### src/include/frame_buffer_defs.svh
`ifndef FRAME_BUFFER_DEFS_SVH
`define FRAME_BUFFER_DEFS_SVH

// horizontal timing in pixel periods, active area first
`define H_ACTIVE 16
`define H_FRONT 2
`define H_SYNC 3
`define H_BACK 3
`define H_TOTAL (`H_ACTIVE + `H_FRONT + `H_SYNC + `H_BACK)

// vertical timing in lines
`define V_ACTIVE 8
`define V_FRONT 1
`define V_SYNC 2
`define V_BACK 1
`define V_TOTAL (`V_ACTIVE + `V_FRONT + `V_SYNC + `V_BACK)

// coordinate widths, visible sizes are powers of two
`define X_W 4
`define Y_W 3

`define SRAM_AW 18 // word address
`define SRAM_DW 16

// host port address map
`define AVS_AW 9
`define AVS_REG_BIT 8 // set selects register space
`define REG_CTRL_ADDR 256

`endif

### src/rtl/video_pkg.sv
`include "frame_buffer_defs.svh"

package video_pkg;

    typedef logic [`SRAM_AW-1:0] sram_addr_t;
    typedef logic [`SRAM_DW-1:0] sram_data_t;

    // r in 11:8, g in 7:4, b in 3:0
    typedef logic [11:0] rgb_t;

    // y above x, also the frame buffer word address
    typedef logic [`Y_W+`X_W-1:0] pix_index_t;

    typedef logic [`AVS_AW-1:0] avs_addr_t;

    // arbiter slot, one per clock
    typedef enum logic {
        SLOT_READ,
        SLOT_WRITE
    } slot_e;

endpackage

### src/rtl/pixel_output_stage.sv
`timescale 1ns/1ps

module pixel_output_stage
    import video_pkg::*;
(
    input  logic        sys_clk,
    input  logic        reset,

    input  logic        rd_valid,
    input  sram_data_t  rd_data,
    input  logic        rd_active,
    input  logic        rd_hsync,
    input  logic        rd_vsync,

    input  logic        disp_enable,
    input  rgb_t        disp_color,

    // vga pins
    output logic [3:0]  vga_r,
    output logic [3:0]  vga_g,
    output logic [3:0]  vga_b,
    output logic        vga_hsync,
    output logic        vga_vsync
);

    rgb_t pix_color;

    always_comb begin
        if (!rd_active) begin
            pix_color = '0; // blanking
        end else if (disp_enable) begin
            pix_color = rd_data[$bits(rgb_t)-1:0];
        end else begin
            pix_color = disp_color;
        end
    end

    // colour and syncs share one register stage
    always_ff @(posedge sys_clk) begin
        if (reset) begin
            vga_r     <= '0;
            vga_g     <= '0;
            vga_b     <= '0;
            vga_hsync <= 1'b1;
            vga_vsync <= 1'b1;
        end else if (rd_valid) begin
            vga_r     <= pix_color[11:8];
            vga_g     <= pix_color[7:4];
            vga_b     <= pix_color[3:0];
            vga_hsync <= rd_hsync;
            vga_vsync <= rd_vsync;
        end
    end

endmodule

### config.mk
export PLATFORM = sky130hd
export DESIGN_NAME = pixel_output_stage
export DESIGN_NICKNAME = d
export VERILOG_FILES = /design/src/rtl/video_pkg.sv /design/src/rtl/pixel_output_stage.sv
export VERILOG_INCLUDE_DIRS = /design/src /design/src/include
export SDC_FILE = /design/constraint.sdc
export NUM_CORES = 1
export LEC_CHECK = 0
export ABC_AREA = 1
export BUFFER_PORTS_ARGS = -buffer_cell sky130_fd_sc_hd__buf_2
export CAP_MARGIN = 20
export CORE_MARGIN = 2
export CORE_UTILIZATION = 42
export DETAILED_ROUTE_END_ITERATION = 10
export PLACE_DENSITY = 0.89
export RECOVER_POWER = 100
export SYNTH_ARGS = -nofsm -noshare
export SYNTH_HDL_FRONTEND = slang
export SYNTH_SLANG_ARGS = --single-unit
export TNS_END_PERCENT = 5
### constraint.sdc
create_clock -name sys_clk -period 1.55 [get_ports sys_clk]
set_input_delay 0.0775 -clock sys_clk [delete_from_list [all_inputs] [get_ports sys_clk]]
set_output_delay 0.0775 -clock sys_clk [all_outputs]
set_load 0.1 [all_outputs]
* Word-level counts from Yosys, hierarchy flattened *
Index checks and enable logic that the tools add are counted.

operators by class
  muxes and demuxes = 2

operator list
  operator           count
  12-bit 2-to-1 mux  2

storage, ports and cells
  input bits = 35
  bits in registers = 14

* Logic depth before layout (Yosys ltp) *
  word-level depth = 2
  depth in mapped cells = 5
  gate-level depth less buffers = 4

* Least setup slack after synthesis *
Ideal clock, no wire load.

  path type = reg-to-reg
  from = register, netlist name vga_b[0]
  to = register vga_b[0]
  setup time = 0.070 ns
  stages on the path, launching flop included = 3
  arrival = 1.178 ns
  data required time = 1.480 ns
  path slack = 0.301 ns
  path through = dfxtp_1 -> nand2_1 -> a21oi_1

RTL lines
  what                    RTL line                  source
  end signal: assignment  pixel_output_stage.sv:49  vga_b <= pix_color[3:0];
  end: declaration        pixel_output_stage.sv:21  output logic [3:0] vga_b,

* Final worst setup path *
  from = register vga_b[0]
  to = output port vga_b[0]

No word-level cell between the ends.

==> impl_metrics.json <==
{
  "clockBufferDepth": 2,
  "vdd_drop_max_uv": 584.9,
  "post-dp-hpwl_mm": 1.238,
  "synth_nets": 149,
  "syn_area_um2": 708.2,
  "dp_slack_ns": 0.6797,
  "synth_area_per_cell_um2": 6.212,
  "cp_max_fo": 2,
  "final_common_cell": "nand2_1",
  "cts_tree": "built",
  "leakage_nw": 0.5708,
  "vias": 781,
  "synth-simple-area-share_pct": 31.63,
  "fin_worst_skew_ns": 0,
  "avgRoutedWirePerCell_um": 9.908,
  "hold_ws_ns": 0.006472,
  "max_stage_delay_ns": 0.46,
  "htreeDepth": 1,
  "period_minus_slack_ns": 1.170,
  "ctsRootBufferMaster": "clkbuf_4",
  "end_kind": "primary output",
  "path_class": "reg2out",
  "comb_power_share_pct": 28.5,
  "grt_pass1_vias": 721,
  "dpl_cell_area_um2": 909.6,
  "overflow": 0,
  "ys_seq_elements": 14,
  "die-width_um": 45.06,
  "crit_family": "buffers and inverters",
  "grt_pass1_wl_mm": 2.808,
  "synth_top_family_by_area": "simple AND/OR/NAND/NOR gates",
  "synth_compound_area_share_pct": 8.481,
  "rows": 14,
  "num_io_pins": 49,
  "drt_first_pass_iters": 4,
  "core_mm2": 0.001541,
  "final_cell_mix": "41 x nand2_1, 30 x buf_2, 26 x inv_1",
  "cp.required_ns": 1.47,
  "path_clk_slew_ns": 0.09,
  "clkPwrFrac_pct": 28.8,
  "crit_slowest_cell": "clkbuf_2",
  "status": "finished, final reports clean",
  "dp_cells": 169,
  "setup-tns-final_ns": 0,
  "timing.final.ws_setup_ns": 0.3803,
  "rsz0062_at_grt": "false",
  "diodes": 0,
  "p_seq_share_pct": 42.7,
  "fin_nets": 193,
  "grt_max_degree": 15,
  "postCtsSetupBuffers": 0,
  "slew_viol_final": 0,
  "fmax_ghz": 0.8549,
  "postRouteAntennaNets": 0,
  "hp-class": "in2reg",
  "clkLatencyLatePin_ns": 0.28,
  "p_sw_share_pct": 35.72,
  "track_usage_pct": 18.74,
  "drive_above_1_share_pct": 31.85,
  "relSlewSlack_pct": 63.53,
  "setup_viol": 0,
  "gp_congestion": 0.7211,
  "port_buffers": 44,
  "power_switching_uw": 323.0,
  "period_share_pct": 75.46,
  "yosysSeqAreaShare_pct": 39.58,
  "drt_iter0_drc": 10,
  "dieArea_mm2": 0.002030,
  "cts_hold_buf": 0,
  "ctsResizeCount": 0,
  "hold_violations": 0,
  "ys_warn_count": 0,
  "synth.mux.area_fraction_pct": 0,
  "drt-total-wl_mm": 1.714,
  "path_cells": "clkbuf_2",
  "synth_adder_area_share_pct": 0,
  "worstPathBufferInverterCount": 1,
  "numCtsBuffers": 3,
  "synthCells": 114,
  "drt_drc_violations_left": 0,
  "p_int_uw": 581.3,
  "synth-xor-area-share_pct": 0,
  "tightest_slew_ns": 0.5494,
  "design_area_um2": 945.9,
  "antenna_found_initial": 0,
  "instances_no_fill": 173,
  "ys_types": 10,
  "start_util_pct": 45.94,
  "cts_sinks": 14,
  "syn_to_final_growth_pct": 33.57,
  "die_h_um": 45.06,
  "cap_violations": 0,
  "cellPowerDensity_mw_per_mm2": 956.1,
  "cp_data_arrival_time_ns": 1.09,
  "critPathLaunchType": "register",
  "viasPerCell": 4.514
}
[path summary, 6_finish.rpt]
check | startpoint | endpoint | slack, ns | cells past startpoint
worst max register to register | vga_b[2]$_SDFFE_PP0P_ | vga_b[2]$_SDFFE_PP0P_ | 0.94 | 2
worst min-delay path | rd_hsync | vga_hsync$_SDFFE_PP1P_ | 0.006 | 3
worst min register to register | vga_r[1]$_SDFFE_PP0P_ | vga_r[1]$_SDFFE_PP0P_ | 0.47 | 2
worst max-delay path | vga_b[0]$_SDFFE_PP0P_ | vga_b[0] | 0.38 | 1
[metrics by stage]
| step | util [%] | power (mW) |
|---|---|---|
| final | 61.36 | 0.9043 |
| after global routing | 61.36 | 0.9524 |
| after global placement | 59.01 | 0.6485 |
| after floorplan | - | 0.5927 |
| after CTS | 61.36 | 0.9107 |
| after detailed placement | 59.01 | 0.6532 |
[sequential cells by signal, summed over array words and instances (netlist names)]
register,count
vga_b,4
vga_g,4
vga_r,4
vga_hsync,1
vga_vsync,1
[synth_stat cells, drive strengths merged]
cell type	n	area share, %
nand3	14	9.9
clkbuf	1	0.53
inv	28	15
buf	4	4.9
dfxtp	14	40
a21oi	12	8.5
nand2	41	22
[cell families after synthesis]
group,after synthesis
AND/OR/NAND/NOR,55
buffers and inverters,33
flip-flops,14
AO/OA/AOI/OAI,12
[area by class of cell]
class | count | area (um^2)
repair buffers | 44 | 220.2
multi-input cells | 67 | 284.0
fillers | 143 | 595.6
well taps | 16 | 20.02
flip-flops and latches | 14 | 280.3
clock buffers | 4 | 36.28
inverters | 28 | 105.1
[routing by layer]
metal	share of wire (%)	global-route usage [%]	vias to the layer above	wire, um
li1	-	-	422	-
met1	44	20.94	331	748
met2	49	32.00	26	834
met3	7.0	4.800	2	120
met4	0.58	10.59	0	10
met5	0	0	-	0
[power by group through the flow]
stage / combinational [mW] / clock (mW) / sequential [mW]
global route: 0.277 / 0.287 / 0.389
floorplan: 0.0709 / 0 / 0.522
CTS: 0.260 / 0.265 / 0.386
detailed placement: 0.259 / 0 / 0.394
global placement: 0.255 / 0 / 0.393
finish: 0.258 / 0.260 / 0.386
Power figures use the tool's default switching activity.
