==> config.mk <==
export PLATFORM = sky130hd
export DESIGN_NAME = frame_buffer_reg_decode
export DESIGN_NICKNAME = d
export VERILOG_FILES = /design/src/rtl/video_pkg.sv /design/src/rtl/frame_buffer_reg_decode.sv
export VERILOG_INCLUDE_DIRS = /design/src /design/src/include
export SDC_FILE = /design/constraint.sdc
export NUM_CORES = 1
export LEC_CHECK = 0
export BUFFER_PORTS_ARGS = -buffer_cell sky130_fd_sc_hd__buf_2
export CAP_MARGIN = 25
export CORE_UTILIZATION = 40
export DETAILED_ROUTE_END_ITERATION = 7
export PLACE_DENSITY = 0.76
export SETUP_SLACK_MARGIN = 0.15
export SYNTH_ARGS = -nofsm -noshare
export SYNTH_HDL_FRONTEND = slang
export SYNTH_SLANG_ARGS = --single-unit
==> constraint.sdc <==
create_clock -name sys_clk -period 3.3 [get_ports sys_clk]
set_input_delay 0.99 -clock sys_clk [delete_from_list [all_inputs] [get_ports sys_clk]]
set_output_delay 0.99 -clock sys_clk [all_outputs]
set_load 0.005 [all_outputs]
==> src/include/frame_buffer_defs.svh <==
`ifndef FRAME_BUFFER_DEFS_SVH
`define FRAME_BUFFER_DEFS_SVH

// horizontal timing in pixel periods, active area first
`define H_ACTIVE 16
`define H_FRONT 2
`define H_SYNC 3
`define H_BACK 3
`define H_TOTAL (`H_ACTIVE + `H_FRONT + `H_SYNC + `H_BACK)

// vertical timing in lines
`define V_ACTIVE 8
`define V_FRONT 1
`define V_SYNC 2
`define V_BACK 1
`define V_TOTAL (`V_ACTIVE + `V_FRONT + `V_SYNC + `V_BACK)

// coordinate widths, visible sizes are powers of two
`define X_W 4
`define Y_W 3

`define SRAM_AW 18 // word address
`define SRAM_DW 16

// host port address map
`define AVS_AW 9
`define AVS_REG_BIT 8 // set selects register space
`define REG_CTRL_ADDR 256

`endif

==> src/rtl/video_pkg.sv <==
`include "frame_buffer_defs.svh"

package video_pkg;

    typedef logic [`SRAM_AW-1:0] sram_addr_t;
    typedef logic [`SRAM_DW-1:0] sram_data_t;

    // r in 11:8, g in 7:4, b in 3:0
    typedef logic [11:0] rgb_t;

    // y above x, also the frame buffer word address
    typedef logic [`Y_W+`X_W-1:0] pix_index_t;

    typedef logic [`AVS_AW-1:0] avs_addr_t;

    // arbiter slot, one per clock
    typedef enum logic {
        SLOT_READ,
        SLOT_WRITE
    } slot_e;

endpackage

==> src/rtl/frame_buffer_reg_decode.sv <==
`timescale 1ns/1ps
`include "frame_buffer_defs.svh"

module frame_buffer_reg_decode
    import video_pkg::*;
(
    input  logic        sys_clk,
    input  logic        reset,

    // host write port
    input  avs_addr_t   avs_address,
    input  logic        avs_write,
    input  logic [31:0] avs_writedata,

    // pending pixel write towards the arbiter
    input  logic        wr_done,
    output logic        wr_pending,
    output pix_index_t  wr_index,
    output rgb_t        wr_color,

    // control register
    output logic        disp_enable,
    output rgb_t        disp_color
);

    logic pix_wr;
    logic ctrl_wr;

    assign pix_wr  = avs_write && !avs_address[`AVS_REG_BIT];
    assign ctrl_wr = avs_write && (avs_address == avs_addr_t'(`REG_CTRL_ADDR));

    // one entry pending buffer, a new write overrides a retiring one
    always_ff @(posedge sys_clk) begin
        if (reset) begin
            wr_pending <= 1'b0;
        end else if (pix_wr) begin
            wr_pending <= 1'b1;
        end else if (wr_done) begin
            wr_pending <= 1'b0;
        end
    end

    always_ff @(posedge sys_clk) begin
        if (pix_wr) begin
            wr_index <= avs_address[$bits(pix_index_t)-1:0]; // {y, x}
            wr_color <= avs_writedata[$bits(rgb_t)-1:0];
        end
    end

    // other register addresses fall through untouched
    always_ff @(posedge sys_clk) begin
        if (reset) begin
            disp_enable <= 1'b0;
            disp_color  <= '0;
        end else if (ctrl_wr) begin
            disp_enable <= avs_writedata[0];
            disp_color  <= avs_writedata[12:1];
        end
    end

endmodule

Word-level counts from Yosys, hierarchy flattened
Index checks and enable logic that the tools add are counted.
- bits in registers: 33
- bits of input ports: 45
- output and inout bits: 33
- word-level logic and storage cells: 12
- equality and inequality tests: 1
- mux-type cells: 2
- reductions and logical operators: 4
- operators with widths (operator ; count):
    9-bit == test (second input constant) ; 1
    1-bit logical AND ; 2
    1-bit 2-to-1 mux ; 2
    2-bit nonzero test ; 1
    1-bit zero test ; 1

Logic depth before layout (Yosys ltp)
- word-level depth: 3
- depth in mapped cells: 5
- mapped depth without buffers: 3

Worst setup path before layout
OpenSTA, ideal clock, no wires.
- path kind: input port to flip-flop
- start: input port avs_write
- end: register wr_color[0] (enable)
- library setup time: 0.399 ns
- arrival time: 1.913 ns
- data required time: 2.901 ns
- setup slack: 0.988 ns
- stages on the path: 1
- cells stage by stage: nor2b_1
- word-level cells in the longest chain between the ends: 1
- RTL lines (item ; line ; RTL):
    start, declared ; frame_buffer_reg_decode.sv:12 ; input logic avs_write,
    1-bit logical AND ; frame_buffer_reg_decode.sv:29 ; assign pix_wr = avs_write && !avs_address[`AVS_REG_BIT];
    end signal, assigned ; frame_buffer_reg_decode.sv:46 ; wr_color <= avs_writedata[$bits(rgb_t)-1:0];
    end, declared ; frame_buffer_reg_decode.sv:19 ; output rgb_t wr_color,
No other way between the ends.
A chain may end at the register's enable or synchronous reset.

Worst setup path after layout
- start: input port avs_write
- end: register wr_color[9] (enable)
- word-level cells in the longest chain between the ends: 1
- RTL lines (item ; line ; RTL):
    1-bit logical AND ; frame_buffer_reg_decode.sv:29 ;
    named net pix_wr ; frame_buffer_reg_decode.sv:26 ; logic pix_wr;
The timed path passes the listed nets, and every way through them passes these cells.

==> Implementation_results.wiki <==
{| class="wikitable"
! Metric !! Value
|-
| Die X || 57.3 um
|-
| Slowest cell on crit path || nor2b_2
|-
| Static leakage || 0.663 nW
|-
| Net total in the final layout || 190
|-
| Initial antenna violation count || 0
|-
| Count of different cell masters after synthesis || 13
|-
| Register bit count reported by yosys || 33
|-
| Post-detailed-route wirelength per cell || around 12 um
|-
| Total routed wirelength || ~2.2 mm
|-
| Number of buffers inserted by port buffering || 58
|-
| Via Count || 819
|-
| Drc violations || 6
|-
| Largest net degree at the start of global routing || 28
|-
| Share of cells above drive strength 1 || 0.445
|-
| Delay of the slowest cell on the worst path || approximately 0.76 ns
|-
| Count of pins on the block boundary || 78
|-
| Number of global-route vias before repair || between 800 and 900
|-
| Initial cell density of the core || 0.432
|-
| Number of buffers added to fix hold violations after cts || 0
|-
| Headroom to the max-slew limit || 0.364
|-
| Setup repair after global routing missed its margin || false
|-
| Cell family with the largest share of critical-path delay || simple AND/OR/NAND/NOR gates
|-
| Vias per cell || 4.63
|-
| Arrival time of data at the critical path endpoint || 1.84 ns
|-
| Worst hold slack across all endpoints || 0.477 ns
|-
| Number of warnings reported in the yosys synthesis log || 0
|-
| CTS-repair resized insts || 0
|-
| Clock root cell || clkbuf_4
|-
| Final setup TNS || 0 ns
|-
| Number of pins exceeding their max-slew limit in the final report || 0
|-
| Seq/Total Area, Yosys || 0.696
|-
| Worst setup path class || in2reg
|-
| Final Power || ~0.71 mW
|-
| Length of the first detailed-routing pass in iterations || 8
|-
| Number of post-CTS setup repair buffers || 0
|-
| Number of diodes added for antenna fixing || 0
|-
| Buffers plus inverters on the worst setup path || 1
|-
| Remaining global-route overflow || 0
|-
| Post-DP HPWL || 1.61 mm
|-
| Clk Latency, worst-skew pair || 0.31 ns
|-
| Clock-pin slew on the worst setup and hold paths || 0.09 ns
|-
| Cell row count || 19
|-
| Worst voltage drop across the vdd grid || ~230 uV
|-
| Endpoint class of the critical path || flip-flop
|-
| Clock skew after layout || 0 ns
|-
| CTS H-Tree Depth || 2
|-
| Kind of launch point of the worst setup path || input port
|-
| Period utilization || 0.575
|-
| TritonCTS buffer count || 5
|-
| Area added between synthesis and finish || 28.6%
|-
| Fin crit period || about 1.9 ns
|-
| Height of the die || roughly 57 um
|-
| Syn Inst Count || 83
|-
| Iteration-0 DRC Markers || 24
|-
| Number of maximum-capacitance constraint violations || 0
|-
| Highest net fanout along the worst path || 20
|-
| Path category of the worst min-delay check || reg2reg
|-
| GRT Resource Usage Total || 0.150
|-
| Post-detailed-route count of antenna-violating nets || 0
|-
| Gp weighted congestion || 0.706
|-
| First element of the critical path || avs_write
|-
| Cell-by-cell trace of the critical path || buf_2, nor2b_2
|-
| Worst hold path startpoint || disp_color[5]$_SDFFE_PP0P_
|-
| Placed standard-cell area || 1520 um2
|-
| Most common library cell in the layout ignoring fill and taps || buf_2
|-
| Net count after synthesis || between 100 and 150
|-
| Fin area || 1570 um2
|-
| CTS tree || yes
|-
| Critical path data required time || 3.24 ns
|-
| Result of the run || finished, violations left
|-
| Core Footprint || 2830 um2
|-
| Wire length of the first global-routing pass || 3.57 mm
|-
| Cell area after synthesis || 1220 um2
|-
| Commonest cells after routing, fill and taps aside || buf_2 (58), nand2b_1 (26), edfxtp_1 (19)
|-
| Max Root-Sink Buffers || 2
|-
| Maximum clock rate || 0.527 GHz
|-
| Pwr/cell area || 452 nW/um2
|-
| Post-Layout Cell Count || 177
|-
| Clock Sink Count || 33
|-
| Post-Syn Area per Cell || 14.7 um2
|-
| Hold violation total from the final report || 0
|-
| Cell count after placement || 169
|-
| Violations in the final reports || design-rule violations
|-
| Die Footprint || 3280 um2
|-
| Transition time at the pin with the least slew margin || 0.949 ns
|-
| Reg-to-Reg Start || wr_pending$_SDFFE_PP0P_
|-
| Final setup violation count || 0
|}
[logic make-up (layout without fill, tap and decap cells)]
group                  count (synthesis)  after routing  share of synthesized area
flip-flops                            33             33                      0.696
AND/OR/NAND/NOR                       31             31                      0.159
multiplexers                          13             13                      0.106
buffers and inverters                  5             68                     0.0348
AO/OA/AOI/OAI                          1              1                    0.00409
[path summary, 6_finish.rpt]
path | end | slack, ns | depth (start not counted)
max reg2reg | wr_pending$_SDFFE_PP0P_ | 2.70 | 2
min | disp_color[5]$_SDFFE_PP0P_ | 0.48 | 2
max | wr_color[9]$_DFFE_PP_ | 1.40 | 2
min reg2reg | disp_color[5]$_SDFFE_PP0P_ | 0.48 | 2
[Yosys cell counts]
library cell	count	area (um2)
a21oi_1	1	5.00
nor2b_1	1	6.26
buf_12	1	20.0
nor4_1	2	12.5
clkbuf_1	2	7.51
edfxtp_1	19	571
and4_1	1	8.76
dfxtp_1	14	280
nor2_1	1	3.75
nand2b_1	26	163
mux2i_1	13	130
inv_1	1	3.75
buf_6	1	11.3
[area by class of cell]
cell class,instances,area (um2)
fill,239,1260
sequential,33,851
multi-input combinational,45,332
timing repair buffer,59,298
clock buffer,7,45.0
tap,31,38.8
clock inverter,1,3.75
inverter,1,3.75
[flip-flops by register name (all words and copies together), names as in the netlist]
register / count
wr_index: 7
disp_color: 12
wr_color: 12
disp_enable: 1
wr_pending: 1
[layer usage]
metal  track usage  vias up  part of all wire
met5             0        -                 0
met4         0.111        0             0.026
met3        0.0499        4             0.085
met2         0.244       38              0.50
met1         0.164      366              0.39
li1              -      411                 -
[stage by stage]
stage / util / setup WS [ns]
6_report: 0.556 / 1.40
5_1_grt: 0.556 / 1.34
4_1_cts: 0.556 / 1.41
3_5_place_dp: 0.538 / 1.06
3_3_place_gp: 0.538 / 1.10
2_1_floorplan: - / 0.988
[report_power, final]
group          internal, mW  switching [mW]  leakage, nW
logic                0.0283          0.0252        0.345
clock network        0.0818           0.118       0.0269
registers             0.453         0.00361        0.291
Power figures use the tool's default switching activity.
