`config.mk`:
```
export PLATFORM = sky130hd
export DESIGN_NAME = vga_timing_gen
export DESIGN_NICKNAME = d
export VERILOG_FILES = /design/src/rtl/vga_timing_gen.sv
export VERILOG_INCLUDE_DIRS = /design/src /design/src/include
export SDC_FILE = /design/constraint.sdc
export NUM_CORES = 1
export LEC_CHECK = 0
export ABC_AREA = 1
export BUFFER_PORTS_ARGS = -buffer_cell sky130_fd_sc_hd__buf_2
export CAP_MARGIN = 20
export CORE_MARGIN = 3
export CORE_UTILIZATION = 40
export DETAILED_ROUTE_END_ITERATION = 10
export PLACE_DENSITY = 0.64
export SLEW_MARGIN = 20
export SYNTH_ARGS = -nofsm -noshare
export SYNTH_HDL_FRONTEND = slang
export SYNTH_SLANG_ARGS = --single-unit
export TNS_END_PERCENT = 5
```
`constraint.sdc`:
```
create_clock -name sys_clk -period 3.5 [get_ports sys_clk]
set_input_delay 0.175 -clock sys_clk [delete_from_list [all_inputs] [get_ports sys_clk]]
set_output_delay 0.175 -clock sys_clk [all_outputs]
set_load 0.05 [all_outputs]
```
`src/include/frame_buffer_defs.svh`:
```
`ifndef FRAME_BUFFER_DEFS_SVH
`define FRAME_BUFFER_DEFS_SVH

// horizontal timing in pixel periods, active area first
`define H_ACTIVE 16
`define H_FRONT 2
`define H_SYNC 3
`define H_BACK 3
`define H_TOTAL (`H_ACTIVE + `H_FRONT + `H_SYNC + `H_BACK)

// vertical timing in lines
`define V_ACTIVE 8
`define V_FRONT 1
`define V_SYNC 2
`define V_BACK 1
`define V_TOTAL (`V_ACTIVE + `V_FRONT + `V_SYNC + `V_BACK)

// coordinate widths, visible sizes are powers of two
`define X_W 4
`define Y_W 3

`define SRAM_AW 18 // word address
`define SRAM_DW 16

// host port address map
`define AVS_AW 9
`define AVS_REG_BIT 8 // set selects register space
`define REG_CTRL_ADDR 256

`endif

```
`src/rtl/vga_timing_gen.sv`:
```
`timescale 1ns/1ps
`include "frame_buffer_defs.svh"

module vga_timing_gen (
    input  logic            sys_clk,
    input  logic            reset,
    output logic            pix_ce,
    output logic [`X_W-1:0] pix_x,
    output logic [`Y_W-1:0] pix_y,
    output logic            active,
    output logic            hsync,
    output logic            vsync
);

    localparam int HC_W = $clog2(`H_TOTAL);
    localparam int VC_W = $clog2(`V_TOTAL);

    localparam logic [HC_W-1:0] H_LAST   = HC_W'(`H_TOTAL - 1);
    localparam logic [HC_W-1:0] H_VIS    = HC_W'(`H_ACTIVE);
    localparam logic [HC_W-1:0] HS_START = HC_W'(`H_ACTIVE + `H_FRONT);
    localparam logic [HC_W-1:0] HS_END   = HC_W'(`H_ACTIVE + `H_FRONT + `H_SYNC);

    localparam logic [VC_W-1:0] V_LAST   = VC_W'(`V_TOTAL - 1);
    localparam logic [VC_W-1:0] V_VIS    = VC_W'(`V_ACTIVE);
    localparam logic [VC_W-1:0] VS_START = VC_W'(`V_ACTIVE + `V_FRONT);
    localparam logic [VC_W-1:0] VS_END   = VC_W'(`V_ACTIVE + `V_FRONT + `V_SYNC);

    logic [HC_W-1:0] h_cnt;
    logic [VC_W-1:0] v_cnt;
    logic            h_wrap;
    logic            v_wrap;

    // first pixel period begins one clock after reset is released
    always_ff @(posedge sys_clk) begin
        if (reset) begin
            pix_ce <= 1'b0;
        end else begin
            pix_ce <= ~pix_ce;
        end
    end

    assign h_wrap = (h_cnt == H_LAST);
    assign v_wrap = (v_cnt == V_LAST);

    always_ff @(posedge sys_clk) begin
        if (reset) begin
            h_cnt <= '0;
            v_cnt <= '0;
        end else if (pix_ce) begin
            h_cnt <= h_wrap ? '0 : h_cnt + 1'b1;
            if (h_wrap) begin
                v_cnt <= v_wrap ? '0 : v_cnt + 1'b1;
            end
        end
    end

    // visible coords just wrap outside the window, active qualifies them
    assign pix_x = h_cnt[`X_W-1:0];
    assign pix_y = v_cnt[`Y_W-1:0];

    assign active = (h_cnt < H_VIS) && (v_cnt < V_VIS);
    assign hsync  = !((h_cnt >= HS_START) && (h_cnt < HS_END)); // active low
    assign vsync  = !((v_cnt >= VS_START) && (v_cnt < VS_END));

endmodule

```
# [Yosys cells after proc, flatten, opt, wreduce, memory -nomap -nowiden]
# Cells that the tools add are included.
# W data, S select, Z words.
[op_classes] magnitude_cmp=6 eq_ne=2 muxes=2 reduce_logical=6 div_mod_pow=0 n_bitwise=1 shifts=0 n_addsub=2 mul=0
[ops] cell="$lt A5 B5 Y1 const B" count=2
[ops] cell="$lt A4 B4 Y1 const B" count=2
[ops] cell="$add A5 B1 Y5 const B" count=1
[ops] cell="$eq A5 B5 Y1 const B" count=1
[ops] cell="$ge A5 B5 Y1 const B" count=1
[ops] cell="$mux W5" count=1
[ops] cell="$add A4 B1 Y4 const B" count=1
[ops] cell="$eq A4 B4 Y1 const B" count=1
[ops] cell="$ge A4 B4 Y1 const B" count=1
[ops] cell="$mux W4" count=1
[ops] cell="$logic_and A1 B1 Y1" count=3
[ops] cell="$logic_not A1 Y1" count=2
[ops] cell="$reduce_and A2 Y1" count=1
[ops] cell="$not A1 Y1" count=1
[word_totals] mem_count=0 output_inout_bits=11 regBits=10 mem_bits_ro=0 elab_cells=22 input_bits=2 latch_bits=0 mem_bits_rw=0

# [Longest topological paths before layout]
[logic_depth] word_depth=3 depth_mapped=7

# [Worst setup path after synthesis]
# Ideal clock, no wire load.
[synth_path] path_type="register to output" from="reg h_cnt[2]" to="out hsync" stages_incl_launch_ff=4 arrival_time_ns=1.239 n_path_buf=0 setup_slack_ns=2.086 t_required_ns=3.325 path_cell_list="dfxtp_1 > inv_1 > nor2_1 > o211ai_1"
[synth_between] elab_chain_cells=3 word_cells_on_any_way=4
[synth_rtl] element="start, declared" line_no="vga_timing_gen.sv:28" rtl="logic [HC_W-1:0] h_cnt;"
[synth_rtl] element="start signal, assigned" line_no="vga_timing_gen.sv:50" rtl="h_cnt <= h_wrap ? '0 : h_cnt + 1'b1;"
[synth_rtl] element="$ge A5 B5 Y1 / $lt A5 B5 Y1 (equally long branches)" line_no="vga_timing_gen.sv:62" rtl="assign hsync = !((h_cnt >= HS_START) && (h_cnt < HS_END));"
[synth_rtl] element="$logic_and A1 B1 Y1 *" line_no="vga_timing_gen.sv:62"
[synth_rtl] element="$logic_not A1 Y1 *" line_no="vga_timing_gen.sv:62"
[synth_rtl] element="end, declared" line_no="vga_timing_gen.sv:11" rtl="output logic hsync,"
# Mark *: on every way between the ends. The rest lies on a longest branch, timed or not.

# [Worst setup path after layout]
[layout_path] from="reg v_cnt[0]" to="out vsync"
[layout_between] elab_chain_cells=3 word_cells_on_any_way=4
[layout_rtl] element="start, declared" line_no="vga_timing_gen.sv:29" rtl="logic [VC_W-1:0] v_cnt;"
[layout_rtl] element="start signal, assigned" line_no="vga_timing_gen.sv:52" rtl="v_cnt <= v_wrap ? '0 : v_cnt + 1'b1;"
[layout_rtl] element="$ge A4 B4 Y1 / $lt A4 B4 Y1 (equally long branches)" line_no="vga_timing_gen.sv:63" rtl="assign vsync = !((v_cnt >= VS_START) && (v_cnt < VS_END));"
[layout_rtl] element="$logic_and A1 B1 Y1 *" line_no="vga_timing_gen.sv:63"
[layout_rtl] element="$logic_not A1 Y1 *" line_no="vga_timing_gen.sv:63"
[layout_rtl] element="end, declared" line_no="vga_timing_gen.sv:12" rtl="output logic vsync"
# Marked as above.

==> flow_summary.html <==
<table>
<tr><th>Metric</th><th>Value</th></tr>
<tr><th colspan="2">Status</th></tr>
<tr><td>Result of the run</td><td>finished clean</td></tr>
<tr><th colspan="2">CTS</th></tr>
<tr><td>Level count of the clock H-tree</td><td>1</td></tr>
<tr><td>Number of buffers created by CTS</td><td>3</td></tr>
<tr><td>Post CTS Setup Buffer Count</td><td>0</td></tr>
<tr><td>CTS Buffer Depth</td><td>2</td></tr>
<tr><td>Clk Latency, worst-skew pair</td><td>0.27 ns</td></tr>
<tr><td>Cell at the root of the clock tree</td><td>sky130_fd_sc_hd__clkbuf_4</td></tr>
<tr><td>Clock transition time at the flip-flop clock pins of the worst setup and hold paths</td><td>~0.06 ns</td></tr>
<tr><td>Sinks on the clock net</td><td>10</td></tr>
<tr><td>Cts repair resizes</td><td>0</td></tr>
<tr><td>CTS Hold Buffers Added</td><td>0</td></tr>
<tr><td>TritonCTS clock tree</td><td>done</td></tr>
<tr><th colspan="2">Layout</th></tr>
<tr><td>N_diodes</td><td>0</td></tr>
<tr><td>Fraction of final layout cells sized beyond drive strength 1</td><td>0.250</td></tr>
<tr><td>Signed area change from the synthesized netlist to the final layout</td><td>10.8%</td></tr>
<tr><td>Commonest non-fill, non-tap cell in the layout</td><td>sky130_fd_sc_hd__nand2_1</td></tr>
<tr><td>Number of filler cells placed in the layout</td><td>137</td></tr>
<tr><td>Number of nets in the layout</td><td>95</td></tr>
<tr><td>Commonest cells after routing, fill and taps aside</td><td>sky130_fd_sc_hd__nand2_1, sky130_fd_sc_hd__buf_2, sky130_fd_sc_hd__nor2_1, sky130_fd_sc_hd__inv_1, sky130_fd_sc_hd__dfxtp_1</td></tr>
<tr><th colspan="2">STA</th></tr>
<tr><td>Period utilization</td><td>0.443</td></tr>
<tr><td>Fmax</td><td>between 0.6 and 0.7 GHz</td></tr>
<tr><td>Final count of pins violating max slew</td><td>0</td></tr>
<tr><td>Relative slew margins</td><td>0.828</td></tr>
<tr><td>Final setup fails</td><td>0</td></tr>
<tr><td>Largest clock skew in the final design</td><td>about 0.0024 ns</td></tr>
<tr><td>Worst-margin pin slew</td><td>0.258 ns</td></tr>
<tr><td>Setup repair after global routing missed its margin</td><td>no</td></tr>
<tr><td>Endpoints failing hold</td><td>0</td></tr>
<tr><td>Setup tns final</td><td>0 ns</td></tr>
<tr><td>Tmin final</td><td>around 1.6 ns</td></tr>
<tr><th colspan="2">Die</th></tr>
<tr><td>Horizontal die dimension</td><td>44.0 um</td></tr>
<tr><td>Starting Density</td><td>0.433</td></tr>
<tr><td>Area enclosed by the die boundary</td><td>between 1500 and 2000 um^2</td></tr>
<tr><td>I/O Pins</td><td>13</td></tr>
<tr><td>Floorplan row count</td><td>13</td></tr>
<tr><td>Die Y</td><td>between 40 and 50 um</td></tr>
<tr><td>Placeable Area</td><td>between 1000 and 1500 um^2</td></tr>
<tr><th colspan="2">Place</th></tr>
<tr><td>Post-detailed-placement half-perimeter wirelength</td><td>approximately 790 um</td></tr>
<tr><td>Buffers added on ports</td><td>12</td></tr>
<tr><td>Global placer's final weighted congestion</td><td>~0.70</td></tr>
<tr><th colspan="2">Critical path</th></tr>
<tr><td>Reg-to-reg slack, setup</td><td>2.27 ns</td></tr>
<tr><td>R2R cell count</td><td>6</td></tr>
<tr><td>Worst path buffer plus inverter count</td><td>2</td></tr>
<tr><td>Total number of cells along the worst setup path</td><td>5</td></tr>
<tr><td>Chain of cells forming the critical path</td><td>inv_1, ha_1, a21oi_1, nand2_1, buf_2</td></tr>
<tr><td>Worst path top cell family by delay</td><td>flip-flops</td></tr>
<tr><td>Worst setup path class</td><td>register to output pin</td></tr>
<tr><td>Element type at the critical path end</td><td>output pin</td></tr>
<tr><td>Worst reg2reg path startpoint</td><td>h_cnt[0]$_SDFFE_PP0P_</td></tr>
<tr><td>Slowest cell delay on critical path</td><td>approximately 0.42 ns</td></tr>
<tr><td>Critical Path Start</td><td>v_cnt[0]$_SDFFE_PP0P_</td></tr>
<tr><td>Worst reg2reg endpoint</td><td>v_cnt[0]$_SDFFE_PP0P_</td></tr>
<tr><td>Worst path slowest cell</td><td>sky130_fd_sc_hd__dfxtp_1</td></tr>
<tr><td>Element type at the critical path start</td><td>register</td></tr>
<tr><td>Data arrival time at the worst-slack endpoint</td><td>1.38 ns</td></tr>
<tr><td>Data required time of the worst path</td><td>around 3.3 ns</td></tr>
<tr><td>Maximum fanout along the worst path</td><td>6</td></tr>
<tr><td>Destination of the critical timing path</td><td>vsync</td></tr>
<tr><th colspan="2">Global routing</th></tr>
<tr><td>Number of antenna violations at the first check in global routing</td><td>0</td></tr>
<tr><td>Number of global-route vias before repair</td><td>430</td></tr>
<tr><td>Total overflow reported by the global router</td><td>0</td></tr>
<tr><td>Global routing usage summed across all routing layers</td><td>0.124</td></tr>
<tr><td>Largest net degree at the start of global routing</td><td>9</td></tr>
<tr><td>Global-route wire length before repair</td><td>around 1700 um</td></tr>
<tr><th colspan="2">Power</th></tr>
<tr><td>Worst supply voltage drop on vdd</td><td>0.229 mV</td></tr>
<tr><td>Power density over the cells</td><td>approximately 390 nW/um^2</td></tr>
<tr><td>Leakage</td><td>between 0.3 and 0.4 nW</td></tr>
<tr><td>Overall power after layout</td><td>approximately 0.25 mW</td></tr>
<tr><th colspan="2">Route</th></tr>
<tr><td>Antenna-violating nets left</td><td>0</td></tr>
<tr><td>Starting DRC count in detailed routing</td><td>3</td></tr>
<tr><td>Number of vias per cell</td><td>4.63</td></tr>
<tr><td>Number of remaining DRC errors</td><td>0</td></tr>
<tr><td>Sum of routed wire length over all layers</td><td>1000 um</td></tr>
<tr><td>Via count of the routed design</td><td>~480</td></tr>
<tr><td>Wirelength per Cell</td><td>about 9.7 um</td></tr>
<tr><td>Drt first pass iters</td><td>2</td></tr>
<tr><th colspan="2">Worst hold path</th></tr>
<tr><td>Class of the tightest hold or removal check</td><td>input port to register</td></tr>
<tr><th colspan="2">Yosys</th></tr>
<tr><td>Gate count after technology mapping</td><td>between 70 and 80</td></tr>
<tr><td>Synthesized area per cell</td><td>approximately 7.3 um^2</td></tr>
<tr><td>Post-synthesis register bit count</td><td>10</td></tr>
<tr><td>Synthesized cell area</td><td>~580 um^2</td></tr>
<tr><td>Register area share after synthesis</td><td>0.346</td></tr>
<tr><td>Distinct cells, synth</td><td>17</td></tr>
<tr><td>Number of synthesis warnings</td><td>0</td></tr>
<tr><td>Synthesized netlist net count</td><td>85</td></tr>
<tr><th colspan="2">Job</th></tr>
<tr><td>Reported max-cap violation count</td><td>0</td></tr>
</table>
-- report_power, final --
group	internal (mW)	total, mW	switching [mW]
logic	0.00578	0.0229	0.0171
registers	0.117	0.121	0.00408
clock network	0.0633	0.104	0.0403
-- synth_stat cells (all sizes together) --
library cell | number | area share
o211a | 1 | 0.017
xor2 | 1 | 0.015
a21oi | 4 | 0.035
o21ai | 4 | 0.041
inv | 10 | 0.065
nand2 | 17 | 0.11
buf | 7 | 0.091
dfxtp | 10 | 0.35
nand3 | 4 | 0.043
nor2 | 15 | 0.12
nor3b | 1 | 0.013
ha | 4 | 0.087
o211ai | 1 | 0.013
-- worst min path at each step --
stage	start	endpoint	depth (start not counted)
after floorplan	reset	pix_ce$_SDFF_PP0_	1
after global placement	reset	v_cnt[2]$_SDFFE_PP0P_	2
after detailed placement	reset	v_cnt[2]$_SDFFE_PP0P_	2
after CTS	reset	v_cnt[2]$_SDFFE_PP0P_	2
after global routing	reset	v_cnt[2]$_SDFFE_PP0P_	2
final	reset	v_cnt[2]$_SDFFE_PP0P_	2
-- layer usage --
metal / track usage / vias to the layer above / wire [um]
met3: 0.0610 / 5 / 56
met2: 0.189 / 7 / 435
met5: 0 / - / 0
met4: 0.0904 / 0 / 29
li1: - / 263 / -
met1: 0.131 / 202 / 481
-- logic make-up after synthesis --
group                      share of synthesized area
AOI/OAI and AO/OA                              0.106
xor gates and xnor gates                      0.0152
adders and majority gates                     0.0866
buffers and inverters                          0.156
DFF                                            0.346
and+or+nand+nor                                0.290
-- stage by stage --
stage | hold slack (ns) | std cells | setup slack, ns | area (um^2) | utilization
CTS | 0.0783 | 103 | 1.93 | 641 | 0.480
finish | 0.0867 | 103 | 1.95 | 641 | 0.480
detailed placement | 0.371 | 99 | 2.23 | 604 | 0.453
floorplan | 0.242 | 79 | 2.09 | 578 | -
global placement | 0.373 | 99 | 2.25 | 604 | 0.453
global route | 0.0916 | 103 | 1.88 | 641 | 0.480
-- flip-flops by register name, indices dropped and copies added (netlist names) --
signal / cells
v_cnt: 4
pix_ce: 1
h_cnt: 5
-- final cells by class --
class,count,area [um^2],share of cell area
multi-input cells,52,288,0.449
well taps,15,18.8,0.0293
repair buffers,12,60.1,0.0938
flip-flops and latches,10,200,0.313
inverters,10,37.5,0.0586
clock buffers,4,36.3,0.0566
Power figures use the tool's default switching activity.
